--- src/source/board_pkg.sv ---
// Shared widths, bus structs and register map; import into any block that needs them
package board_pkg;

    // ------------------------------
    // Widths that carry a meaning
    // ------------------------------
    typedef logic signed [15:0] sample_t;    // Audio sample to the DAC
    typedef logic signed [23:0] mic_word_t;  // Raw I2S mic word
    typedef logic        [15:0] level_t;     // Unsigned magnitude
    typedef logic        [ 3:0] reg_addr_t;  // APB word address
    typedef logic        [15:0] reg_data_t;  // APB register data

    // ------------------------------
    // APB port
    // ------------------------------
    typedef struct packed {
        logic      psel;
        logic      penable;
        logic      pwrite;
        reg_addr_t paddr;
        reg_data_t pwdata;
    } apb_req_t;

    typedef struct packed {
        reg_data_t prdata;
        logic      pready;
        logic      pslverr;
    } apb_rsp_t;

    typedef enum logic [1:0] {
        apb_idle,
        apb_setup,
        apb_access
    } apb_phase_t;

    // Core steering; ctrl register packs disp_sel, vol_shift, mute in bits 5..0
    typedef struct packed {
        logic        mute;       // Silence the tone
        logic [3:0]  vol_shift;  // Arithmetic right shift of the phase
        logic        disp_sel;   // 0 shows tone step, 1 shows level
        reg_data_t   tone_step;  // Phase increment per frame
    } audio_cfg_t;

    localparam reg_addr_t ctrl_addr  = 4'd0;
    localparam reg_addr_t tone_addr  = 4'd1;
    localparam reg_addr_t level_addr = 4'd2;  // Read only
    localparam reg_addr_t id_addr    = 4'd3;  // Read only
    localparam reg_data_t id_word    = 16'ha0d1;

endpackage

--- src/source/tick_gen.sv ---
// Periodic one-cycle enable strobe from clk; drives the display scan rate
module tick_gen #(
    parameter int clk_mhz = 50,
    parameter int scan_hz = 1000
) (
    input  logic clk,
    input  logic rst_n,
    output logic tick
);

    localparam int raw_period = clk_mhz * 1_000_000 / scan_hz;
    localparam int period     = (raw_period > 1) ? raw_period : 2;  // At least two cycles
    localparam int w_cnt      = $clog2(period);

    logic [w_cnt-1:0] cnt;  // Counts down to the next strobe

    always_ff @(posedge clk or negedge rst_n) begin
        if (!rst_n) begin
            cnt  <= w_cnt'(period - 1);  // First strobe one full period after reset
            tick <= 1'b0;
        end else if (cnt == '0) begin
            cnt  <= w_cnt'(period - 1);  // Reload
            tick <= 1'b1;
        end else begin
            cnt  <= cnt - 1'b1;
            tick <= 1'b0;
        end
    end

endmodule

--- src/source/i2s_mic_receiver.sv ---
// I2S master for a 24-bit microphone; makes sck and ws, returns the left word with a strobe
module i2s_mic_receiver import board_pkg::*; #(
    parameter int bclk_div = 4  // clk cycles per half sck
) (
    input  logic      clk,
    input  logic      rst_n,
    input  logic      mic_sd,
    output logic      mic_sck,
    output logic      mic_ws,
    output mic_word_t mic_word,
    output logic      mic_valid
);

    localparam int w_div = (bclk_div > 1) ? $clog2(bclk_div) : 1;

    logic [w_div-1:0] div_cnt;    // Half sck period counter
    logic [5:0]       slot;       // sck position in the 64-bit frame
    logic [22:0]      shift_q;    // Bits taken so far
    logic             half_done;  // sck toggles this cycle
    logic             sck_rise;
    logic             sck_fall;
    logic             take_bit;
    logic             last_bit;

    assign half_done = (div_cnt == w_div'(bclk_div - 1));
    assign sck_rise  = half_done & ~mic_sck;  // Mic data is stable here
    assign sck_fall  = half_done & mic_sck;   // ws and slot move here
    assign take_bit  = sck_rise && (slot >= 6'd1) && (slot <= 6'd24);  // Left, after delay bit
    assign last_bit  = sck_rise && (slot == 6'd24);  // LSB of the word
    assign mic_ws    = slot[5];  // Low half is the left channel

    // ------------------------------
    // Clock and frame counters
    // ------------------------------
    always_ff @(posedge clk or negedge rst_n) begin
        if (!rst_n) begin
            div_cnt   <= '0;
            mic_sck   <= 1'b0;
            slot      <= '0;
            mic_valid <= 1'b0;
        end else begin
            div_cnt   <= half_done ? '0 : div_cnt + 1'b1;
            mic_valid <= last_bit;  // Same edge as the word below
            if (half_done) begin
                mic_sck <= ~mic_sck;
            end
            if (sck_fall) begin
                slot <= slot + 1'b1;  // Wraps after 64, ws toggles every 32
            end
        end
    end

    // ------------------------------
    // Data capture, MSB first
    // ------------------------------
    always_ff @(posedge clk) begin
        if (take_bit) begin
            shift_q <= {shift_q[21:0], mic_sd};
        end
        if (last_bit) begin
            mic_word <= mic_word_t'({shift_q, mic_sd});  // Full 24 bits
        end
    end

endmodule

--- src/source/i2s_audio_out.sv ---
// I2S master transmitter for a 16-bit DAC; requests a sample per frame, sends it on both channels
module i2s_audio_out import board_pkg::*; #(
    parameter int clk_mhz  = 50,
    parameter int bclk_div = 4  // At least 2 clk cycles per half bclk
) (
    input  logic    clk,
    input  logic    rst_n,
    input  sample_t sound,
    output logic    sample_req,
    output logic    aud_mclk,
    output logic    aud_bclk,
    output logic    aud_lrclk,
    output logic    aud_sdata
);

    localparam int mclk_half = (clk_mhz + 49) / 50;  // mclk stays at or below 25 MHz
    localparam int w_mclk    = (mclk_half > 1) ? $clog2(mclk_half) : 1;
    localparam int w_div     = (bclk_div > 1) ? $clog2(bclk_div) : 1;

    logic [w_mclk-1:0] mclk_cnt;
    logic [w_div-1:0]  div_cnt;
    logic [4:0]        slot;       // bclk position with 16 per channel
    logic              half_done;
    logic              bclk_fall;  // Data and lrclk change here
    logic              req_d;      // Core output is fresh
    sample_t           word_q;     // Held for the right channel
    sample_t           shift_q;

    assign half_done = (div_cnt == w_div'(bclk_div - 1));
    assign bclk_fall = half_done & aud_bclk;
    assign aud_lrclk = slot[4];  // Low is left

    always_ff @(posedge clk or negedge rst_n) begin
        if (!rst_n) begin
            mclk_cnt <= '0;
            aud_mclk <= 1'b0;
        end else if (mclk_cnt == w_mclk'(mclk_half - 1)) begin
            mclk_cnt <= '0;
            aud_mclk <= ~aud_mclk;
        end else begin
            mclk_cnt <= mclk_cnt + 1'b1;
        end
    end

    // ------------------------------
    // bclk, frame and serializer
    // ------------------------------
    always_ff @(posedge clk or negedge rst_n) begin
        if (!rst_n) begin
            div_cnt    <= '0;
            aud_bclk   <= 1'b0;
            slot       <= '0;
            sample_req <= 1'b0;
            req_d      <= 1'b0;
            aud_sdata  <= 1'b0;
            word_q     <= '0;
            shift_q    <= '0;
        end else begin
            div_cnt    <= half_done ? '0 : div_cnt + 1'b1;
            sample_req <= bclk_fall && (slot == 5'd31);  // Left word-select edge
            req_d      <= sample_req;
            if (half_done) begin
                aud_bclk <= ~aud_bclk;
            end
            if (bclk_fall) begin
                slot      <= slot + 1'b1;
                aud_sdata <= shift_q[15];  // One-bit delay after lrclk
            end
            if (req_d) begin
                word_q  <= sound;  // Loads during the delay slot
                shift_q <= sound;
            end else if (bclk_fall && (slot == 5'd15)) begin
                shift_q <= word_q;  // Right repeats the left word
            end else if (bclk_fall) begin
                shift_q <= shift_q << 1;  // Next bit up to the MSB
            end
        end
    end

endmodule

--- src/source/seven_segment_scan.sv ---
// Hex display driver; shows one nibble per digit, stepping on each scan tick
module seven_segment_scan import board_pkg::*; #(
    parameter int w_digit = 4
) (
    input  logic               clk,
    input  logic               rst_n,
    input  logic               tick,
    input  reg_data_t          value,
    output logic [7:0]         abcdefgh,  // a in bit 7, dot in bit 0
    output logic [w_digit-1:0] digit      // One-hot, digit 0 is the LSB nibble
);

    localparam int w_idx = (w_digit > 1) ? $clog2(w_digit) : 1;

    logic [w_idx-1:0] idx;     // Digit shown at the next tick
    logic [3:0]       nibble;

    // Standard hex shapes, dot off
    function automatic logic [7:0] hex_seg(input logic [3:0] h);
        case (h)
            4'h0:    hex_seg = 8'b1111_1100;
            4'h1:    hex_seg = 8'b0110_0000;
            4'h2:    hex_seg = 8'b1101_1010;
            4'h3:    hex_seg = 8'b1111_0010;
            4'h4:    hex_seg = 8'b0110_0110;
            4'h5:    hex_seg = 8'b1011_0110;
            4'h6:    hex_seg = 8'b1011_1110;
            4'h7:    hex_seg = 8'b1110_0000;
            4'h8:    hex_seg = 8'b1111_1110;
            4'h9:    hex_seg = 8'b1111_0110;
            4'ha:    hex_seg = 8'b1110_1110;
            4'hb:    hex_seg = 8'b0011_1110;
            4'hc:    hex_seg = 8'b1001_1100;
            4'hd:    hex_seg = 8'b0111_1010;
            4'he:    hex_seg = 8'b1001_1110;
            default: hex_seg = 8'b1000_1110;  // F
        endcase
    endfunction

    assign nibble = 4'(value >> (4 * idx));

    always_ff @(posedge clk or negedge rst_n) begin
        if (!rst_n) begin
            idx      <= '0;
            abcdefgh <= '0;
            digit    <= '0;  // Dark until the first tick
        end else if (tick) begin
            abcdefgh <= hex_seg(nibble);
            digit    <= w_digit'(1) << idx;
            idx      <= (idx == w_idx'(w_digit - 1)) ? '0 : idx + 1'b1;
        end
    end

endmodule

--- src/source/audio_ctrl_regs.sv ---
// APB register block; holds ctrl and tone settings and reads back the mic level
module audio_ctrl_regs import board_pkg::*; (
    input  logic       clk,
    input  logic       rst_n,
    input  apb_req_t   apb_req,
    output apb_rsp_t   apb_rsp,
    input  level_t     level,
    output audio_cfg_t cfg
);

    apb_phase_t phase;      // Phase seen in the last cycle
    apb_phase_t phase_nxt;
    logic       acc;        // Access phase, any address
    logic       bad_addr;   // Beyond the map
    logic       ro_write;   // Write to level or id
    logic       err;
    logic       wr_en;
    reg_data_t  rdata;

    // ------------------------------
    // Transfer phase tracker
    // ------------------------------
    always_comb begin
        if (!apb_req.psel) begin
            phase_nxt = apb_idle;
        end else if (!apb_req.penable) begin
            phase_nxt = apb_setup;
        end else begin
            phase_nxt = apb_access;
        end
    end

    always_ff @(posedge clk or negedge rst_n) begin
        if (!rst_n) begin
            phase <= apb_idle;
        end else begin
            phase <= phase_nxt;
        end
    end

    assign acc      = apb_req.psel & apb_req.penable;
    assign bad_addr = (apb_req.paddr > id_addr);
    assign ro_write = apb_req.pwrite &
                      ((apb_req.paddr == level_addr) | (apb_req.paddr == id_addr));
    assign err      = acc & (bad_addr | ro_write);
    assign wr_en    = acc & apb_req.pwrite & ~err & (phase == apb_setup);  // Once per transfer

    // ------------------------------
    // Read mux and response
    // ------------------------------
    always_comb begin
        case (apb_req.paddr)
            ctrl_addr:  rdata = reg_data_t'({cfg.disp_sel, cfg.vol_shift, cfg.mute});
            tone_addr:  rdata = cfg.tone_step;
            level_addr: rdata = level;
            id_addr:    rdata = id_word;
            default:    rdata = '0;
        endcase
    end

    assign apb_rsp.prdata  = acc ? rdata : '0;
    assign apb_rsp.pready  = acc;  // No wait states
    assign apb_rsp.pslverr = err;

    always_ff @(posedge clk or negedge rst_n) begin
        if (!rst_n) begin
            cfg <= '0;
        end else if (wr_en) begin
            if (apb_req.paddr == ctrl_addr) begin
                {cfg.disp_sel, cfg.vol_shift, cfg.mute} <= apb_req.pwdata[5:0];
            end else begin
                cfg.tone_step <= apb_req.pwdata;  // Only tone is left writable
            end
        end
    end

endmodule

--- src/source/sound_lab_core.sv ---
// Audio core; sawtooth tone with volume and mute, mic level and LED bar meter
module sound_lab_core import board_pkg::*; #(
    parameter int w_led = 8
) (
    input  logic             clk,
    input  logic             rst_n,
    input  audio_cfg_t       cfg,
    input  mic_word_t        mic_word,
    input  logic             mic_valid,
    input  logic             sample_req,
    output sample_t          sound,
    output level_t           level,
    output logic [w_led-1:0] led
);

    sample_t          mic_top;    // Upper 16 bits of the mic word
    level_t           mag_nxt;
    level_t           mag_q;      // Magnitude stage
    logic             valid_d;
    logic [15:0]      phase;      // Sawtooth accumulator
    logic [15:0]      phase_nxt;
    logic [w_led-1:0] bar;

    // ------------------------------
    // Level meter
    // ------------------------------
    assign mic_top = sample_t'(mic_word[23:8]);

    always_comb begin
        if (mic_top == 16'sh8000) begin
            mag_nxt = 16'h7fff;  // Saturate the one value with no positive twin
        end else if (mic_top[15]) begin
            mag_nxt = level_t'(-mic_top);
        end else begin
            mag_nxt = level_t'(mic_top);
        end
    end

    always_comb begin
        for (int i = 0; i < w_led; i++) begin
            bar[i] = (int'(mag_q[15:12]) > i);  // Bar graph from the top nibble
        end
    end

    always_ff @(posedge clk) begin
        if (mic_valid) begin
            mag_q <= mag_nxt;
        end
    end

    // ------------------------------
    // Tone and outputs
    // ------------------------------
    assign phase_nxt = phase + cfg.tone_step;  // Modulo 65536

    always_ff @(posedge clk or negedge rst_n) begin
        if (!rst_n) begin
            valid_d <= 1'b0;
            level   <= '0;
            led     <= '0;
            phase   <= '0;
            sound   <= '0;
        end else begin
            valid_d <= mic_valid;
            if (valid_d) begin
                level <= mag_q;  // LEDs move with the level
                led   <= bar;
            end
            if (sample_req) begin
                phase <= phase_nxt;
                sound <= cfg.mute ? '0 : sample_t'($signed(phase_nxt) >>> cfg.vol_shift);
            end
        end
    end

endmodule

--- src/source/board_top.sv ---
// Board-level wrapper for the audio lab; ties the blocks together and drives active-low pins
module board_top import board_pkg::*; #(
    parameter int clk_mhz  = 50,
    parameter int w_led    = 8,
    parameter int w_digit  = 4,
    parameter int scan_hz  = 1000,  // Digit step rate
    parameter int bclk_div = 4      // Shared by both I2S ports
) (
    input  logic               clk,
    input  logic               rst_n,
    input  apb_req_t           apb_req,
    output apb_rsp_t           apb_rsp,
    output logic [w_led-1:0]   led_n,
    output logic [7:0]         abcdefgh_n,
    output logic [w_digit-1:0] digit_n,
    input  logic               mic_sd,
    output logic               mic_sck,
    output logic               mic_ws,
    output logic               aud_mclk,
    output logic               aud_bclk,
    output logic               aud_lrclk,
    output logic               aud_sdata
);

    logic [w_led-1:0]   led;
    logic [7:0]         abcdefgh;
    logic [w_digit-1:0] digit;
    audio_cfg_t         cfg;
    level_t             level;
    mic_word_t          mic_word;
    logic               mic_valid;
    logic               sample_req;  // One per audio frame
    sample_t            sound;
    logic               tick;        // Scan enable
    reg_data_t          disp_value;

    // ------------------------------
    // Control and audio
    // ------------------------------
    audio_ctrl_regs i_regs (
        .clk, .rst_n, .apb_req, .apb_rsp, .level, .cfg
    );

    sound_lab_core #(.w_led(w_led)) i_core (
        .clk, .rst_n, .cfg, .mic_word, .mic_valid, .sample_req, .sound, .level, .led
    );

    i2s_mic_receiver #(.bclk_div(bclk_div)) i_microphone (
        .clk, .rst_n, .mic_sd, .mic_sck, .mic_ws, .mic_word, .mic_valid
    );

    i2s_audio_out #(.clk_mhz(clk_mhz), .bclk_div(bclk_div)) o_audio (
        .clk, .rst_n, .sound, .sample_req, .aud_mclk, .aud_bclk, .aud_lrclk, .aud_sdata
    );

    // ------------------------------
    // Display
    // ------------------------------
    assign disp_value = cfg.disp_sel ? level : cfg.tone_step;

    tick_gen #(.clk_mhz(clk_mhz), .scan_hz(scan_hz)) i_tick_gen (
        .clk, .rst_n, .tick
    );

    seven_segment_scan #(.w_digit(w_digit)) i_scan (
        .clk, .rst_n, .tick, .value(disp_value), .abcdefgh, .digit
    );

    // Board pins are active low
    assign led_n      = ~led;
    assign abcdefgh_n = ~abcdefgh;
    assign digit_n    = ~digit;

endmodule

--- config.mk ---
export PLATFORM = sky130hd
export DESIGN_NAME = board_top
export DESIGN_NICKNAME = d
export VERILOG_FILES = /design/src/source/board_pkg.sv /design/src/source/tick_gen.sv /design/src/source/i2s_mic_receiver.sv /design/src/source/i2s_audio_out.sv /design/src/source/seven_segment_scan.sv /design/src/source/audio_ctrl_regs.sv /design/src/source/sound_lab_core.sv /design/src/source/board_top.sv
export SDC_FILE = /design/constraint.sdc
export NUM_CORES = 1
export LEC_CHECK = 0
export BUFFER_PORTS_ARGS = -buffer_cell sky130_fd_sc_hd__buf_4
export CORE_ASPECT_RATIO = 0.5
export CORE_MARGIN = 2
export CORE_UTILIZATION = 40
export CTS_BUF_LIST = sky130_fd_sc_hd__clkbuf_2 sky130_fd_sc_hd__clkbuf_4 sky130_fd_sc_hd__clkbuf_8
export DETAILED_ROUTE_END_ITERATION = 7
export GPL_TIMING_DRIVEN = 1
export SLEW_MARGIN = 20
export SYNTH_ARGS = -nofsm -noshare
export SYNTH_HDL_FRONTEND = slang
export SYNTH_SLANG_ARGS = --single-unit
--- constraint.sdc ---
create_clock -name clk -period 3.85 [get_ports clk]
set_clock_uncertainty 0.05 [all_clocks]
set_input_delay 1.155 -clock clk [delete_from_list [all_inputs] [get_ports clk]]
set_output_delay 1.155 -clock clk [all_outputs]
set_load 0.01 [all_outputs]
==> results.json <==
{
  "postSynthCellCount": 1045,
  "detail_route.wl_per_cell_um": 15.63,
  "avgSynthCellArea_sq_um": 10.80,
  "ant_nets": 0,
  "synth_area_sq_um": 11290,
  "final_nets": 1170,
  "yosysMostFrequentCell": "dfrtp_1",
  "fp.dieW_um": 241.6,
  "reg2reg_slack_ns": 0.41,
  "rsz0062_at_grt": "false",
  "synth_seq_cells": 220,
  "slew_headroom_pct": 32.74,
  "core_area_sq_um": 27710,
  "maxCapViolations": 0,
  "synthTopCellsByCount": "dfrtp_1 (156), nor2_1 (97), nand2_1 (93), o21ai_0 (70), inv_1 (59)",
  "fmax_mhz": 278.7,
  "worstHoldPathCells": 1,
  "vias": 7914,
  "ys.flop_type": "dfrtp_1",
  "gr-total-overflow": 0,
  "clkSinkCount": 220,
  "tns_ns": 0,
  "clkLatencyLatePin_ns": 0.54,
  "required_ns": 2.64,
  "port_buffers": 68,
  "drtIter0Drc": 568,
  "synth_edf_count": 55,
  "grt_use_total_pct": 16.31,
  "yosysWarnings": 0,
  "place_inst": 1451,
  "yosys.area.top_type_share_pct": 34.58,
  "synth_area_leaders": "dfrtp_1 (35%), edfxtp_1 (15%), mux2_2 (5.2%)",
  "antenna_found_initial": 0,
  "rr_startpoint": "i_regs.cfg[0]$_DFFE_PN0P_",
  "ff2ff_path_depth": 10,
  "cp.arrival_ns": 2.38,
  "worstSetupEndpointType": "output pin",
  "slew_violations": 0,
  "grt_max_degree": 58,
  "place.gp.congestion": 0.8924,
  "first_pass_iters": 5,
  "min_from": "o_audio.aud_mclk$_DFF_PN0_",
  "io_pins": 70,
  "routed_wl_um": 23570,
  "clockBufferDepth": 3,
  "cts_resized": 0,
  "worst_pin_slew_ns": 1.009,
  "finalSetupViolations": 0,
  "grt_pass1_wl_um": 39340,
  "dpl.hpwl_um": 16680,
  "path_max_fanout": 18,
  "power.density_nw_per_um2": 359.5,
  "via_per_inst": 5.248,
  "layout_worst_path_cycle_share_pct": 93.21,
  "grt_pass1_vias": 7742,
  "utilization_pct": 46.32,
  "area_delta_synth_final_pct": 13.70,
  "hold_violations": 0,
  "synth_nets": 1110,
  "ys_seq_area_share_pct": 51.31,
  "postCtsHoldBufs": 0,
  "reg2reg_to": "i_core.sound[6]$_DFFE_PN0P_",
  "die_area_sq_um": 29660,
  "start_util_pct": 40.74,
  "clkSlewWorstSetupHoldPaths_ns": 0.06,
  "finalNonFillerCells": 1508,
  "start_kind": "input port",
  "vdd_drop_max_v": 0.0001927,
  "min_period_ns": 3.588,
  "die_h_um": 122.8,
  "post-cts-setup-buffers": 0,
  "htreeDepth": 2,
  "outcome": "finished, final reports clean",
  "layout-drive-gt1-share_pct": 19.98,
  "diodes": 0,
  "rows": 43,
  "cts_root_buf": "clkbuf_8",
  "cts_made_buffers": 34,
  "drc_errors": 0,
  "hold_path_end": "o_audio.aud_mclk$_DFF_PN0_",
  "synth_area_leader_cell": "dfrtp_1",
  "synth_cell_types": 80,
  "power.leakage_nw": 5.569,
  "hp-class": "reg2reg",
  "tritoncts": "yes",
  "async_flop_share_pct": 75.00,
  "path_class": "in2out"
}
[per-stage QoR]
step                      cell area [sq um]  setup WS [ns]  power (mW)  hold slack [ns]
after detailed placement              12160         0.2611       2.711           0.3572
after global routing                  12830         0.1106       4.812           0.3779
final                                 12830         0.2615       4.614           0.3661
after global placement                12160         0.3235       2.707           0.3538
after CTS                             12820         0.2632       4.687           0.3716
after floorplan                       11290         0.4846       2.599           0.3503
[registers in the layout (all words and copies together), names as in the netlist, 4 cells and up]
name,count
i_microphone.slot,6
i_scan.digit,4
i_microphone.shift_q,23
i_tick_gen.cnt,16
i_core.sound,16
i_scan.abcdefgh,7
i_microphone.mic_word,16
i_core.phase,16
i_core.led,8
o_audio.slot,5
i_regs.cfg,22
o_audio.shift_q,16
o_audio.word_q,16
i_core.level,16
i_core.mag_q,16
[report_power, final]
group          internal, mW  switching [mW]
Combinational         0.104           0.146
Sequential             2.40          0.0206
Clock                  1.03           0.920
Total                  3.53            1.09
[worst max-delay path: stages]
cell and delay (ns):
buf_4 0.10, nor2_1 0.20, nand2_1 0.44, nor3_1 0.32, buf_4 0.16
[routing by layer]
metal | part of all wire [%] | track usage (%)
met5 | 0 | 0
met4 | 3.3 | 7.026
met3 | 3.7 | 3.083
met2 | 47 | 26.74
met1 | 46 | 21.42
[how the worst max path moves through the flow]
stage | from | endpoint
6_report | apb_req[19] | apb_rsp[6]
3_3_place_gp | apb_req[19] | apb_rsp[2]
3_5_place_dp | apb_req[19] | apb_rsp[6]
4_1_cts | apb_req[19] | apb_rsp[6]
2_1_floorplan | apb_req[17] | apb_rsp[6]
5_1_grt | i_regs.cfg[20]$_DFFE_PN0P_ | apb_rsp[6]
[cells in the final DEF (no fill, tap or decap), types with 9 or more instances in the layout]
| master | instances |
|---|---|
| a211oi_1 | 10 |
| a21oi_1 | 57 |
| buf_4 | 75 |
| clkbuf_8 | 39 |
| dfrtp_1 | 155 |
| dfstp_2 | 9 |
| edfxtp_1 | 55 |
| ha_1 | 38 |
| inv_1 | 59 |
| mux2_2 | 52 |
| mux2i_1 | 28 |
| mux4_2 | 15 |
| nand2_1 | 92 |
| nand2b_1 | 10 |
| nand3_1 | 10 |
| nand4_1 | 10 |
| nor2_1 | 97 |
| nor2b_1 | 11 |
| nor3_1 | 15 |
| nor4_1 | 10 |
| o21ai_0 | 70 |
| o2bb2ai_1 | 9 |
| o31ai_1 | 9 |
| xnor2_1 | 23 |
| xor2_1 | 20 |
[cell families (layout without fill, tap and decap cells)]
| kind of cell | Yosys count | in the layout | synth area share (%) |
|---|---|---|---|
| AO/OA/AOI/OAI | 232 | 232 | 13.46 |
| XOR/XNOR | 44 | 44 | 3.580 |
| adder cells (fa/ha/maj) | 39 | 39 | 4.389 |
| buffers and inverters | 119 | 200 | 4.179 |
| flip-flops | 220 | 220 | 51.31 |
| multiplexers | 96 | 96 | 10.90 |
| other | 1 | 1 | 0.03322 |
| AND/OR/NAND/NOR | 294 | 294 | 12.16 |
[cell type report]
class | count | area (sq um)
flip-flops and latches | 220 | 5793
repair buffers | 78 | 614.3
clock buffers | 42 | 559.3
fillers | 2565 | 14870
multi-input cells | 706 | 5039
well taps | 382 | 478.0
clock inverters | 15 | 107.6
inverters | 65 | 244.0
No activity file was read; power rests on OpenSTA's default activity.
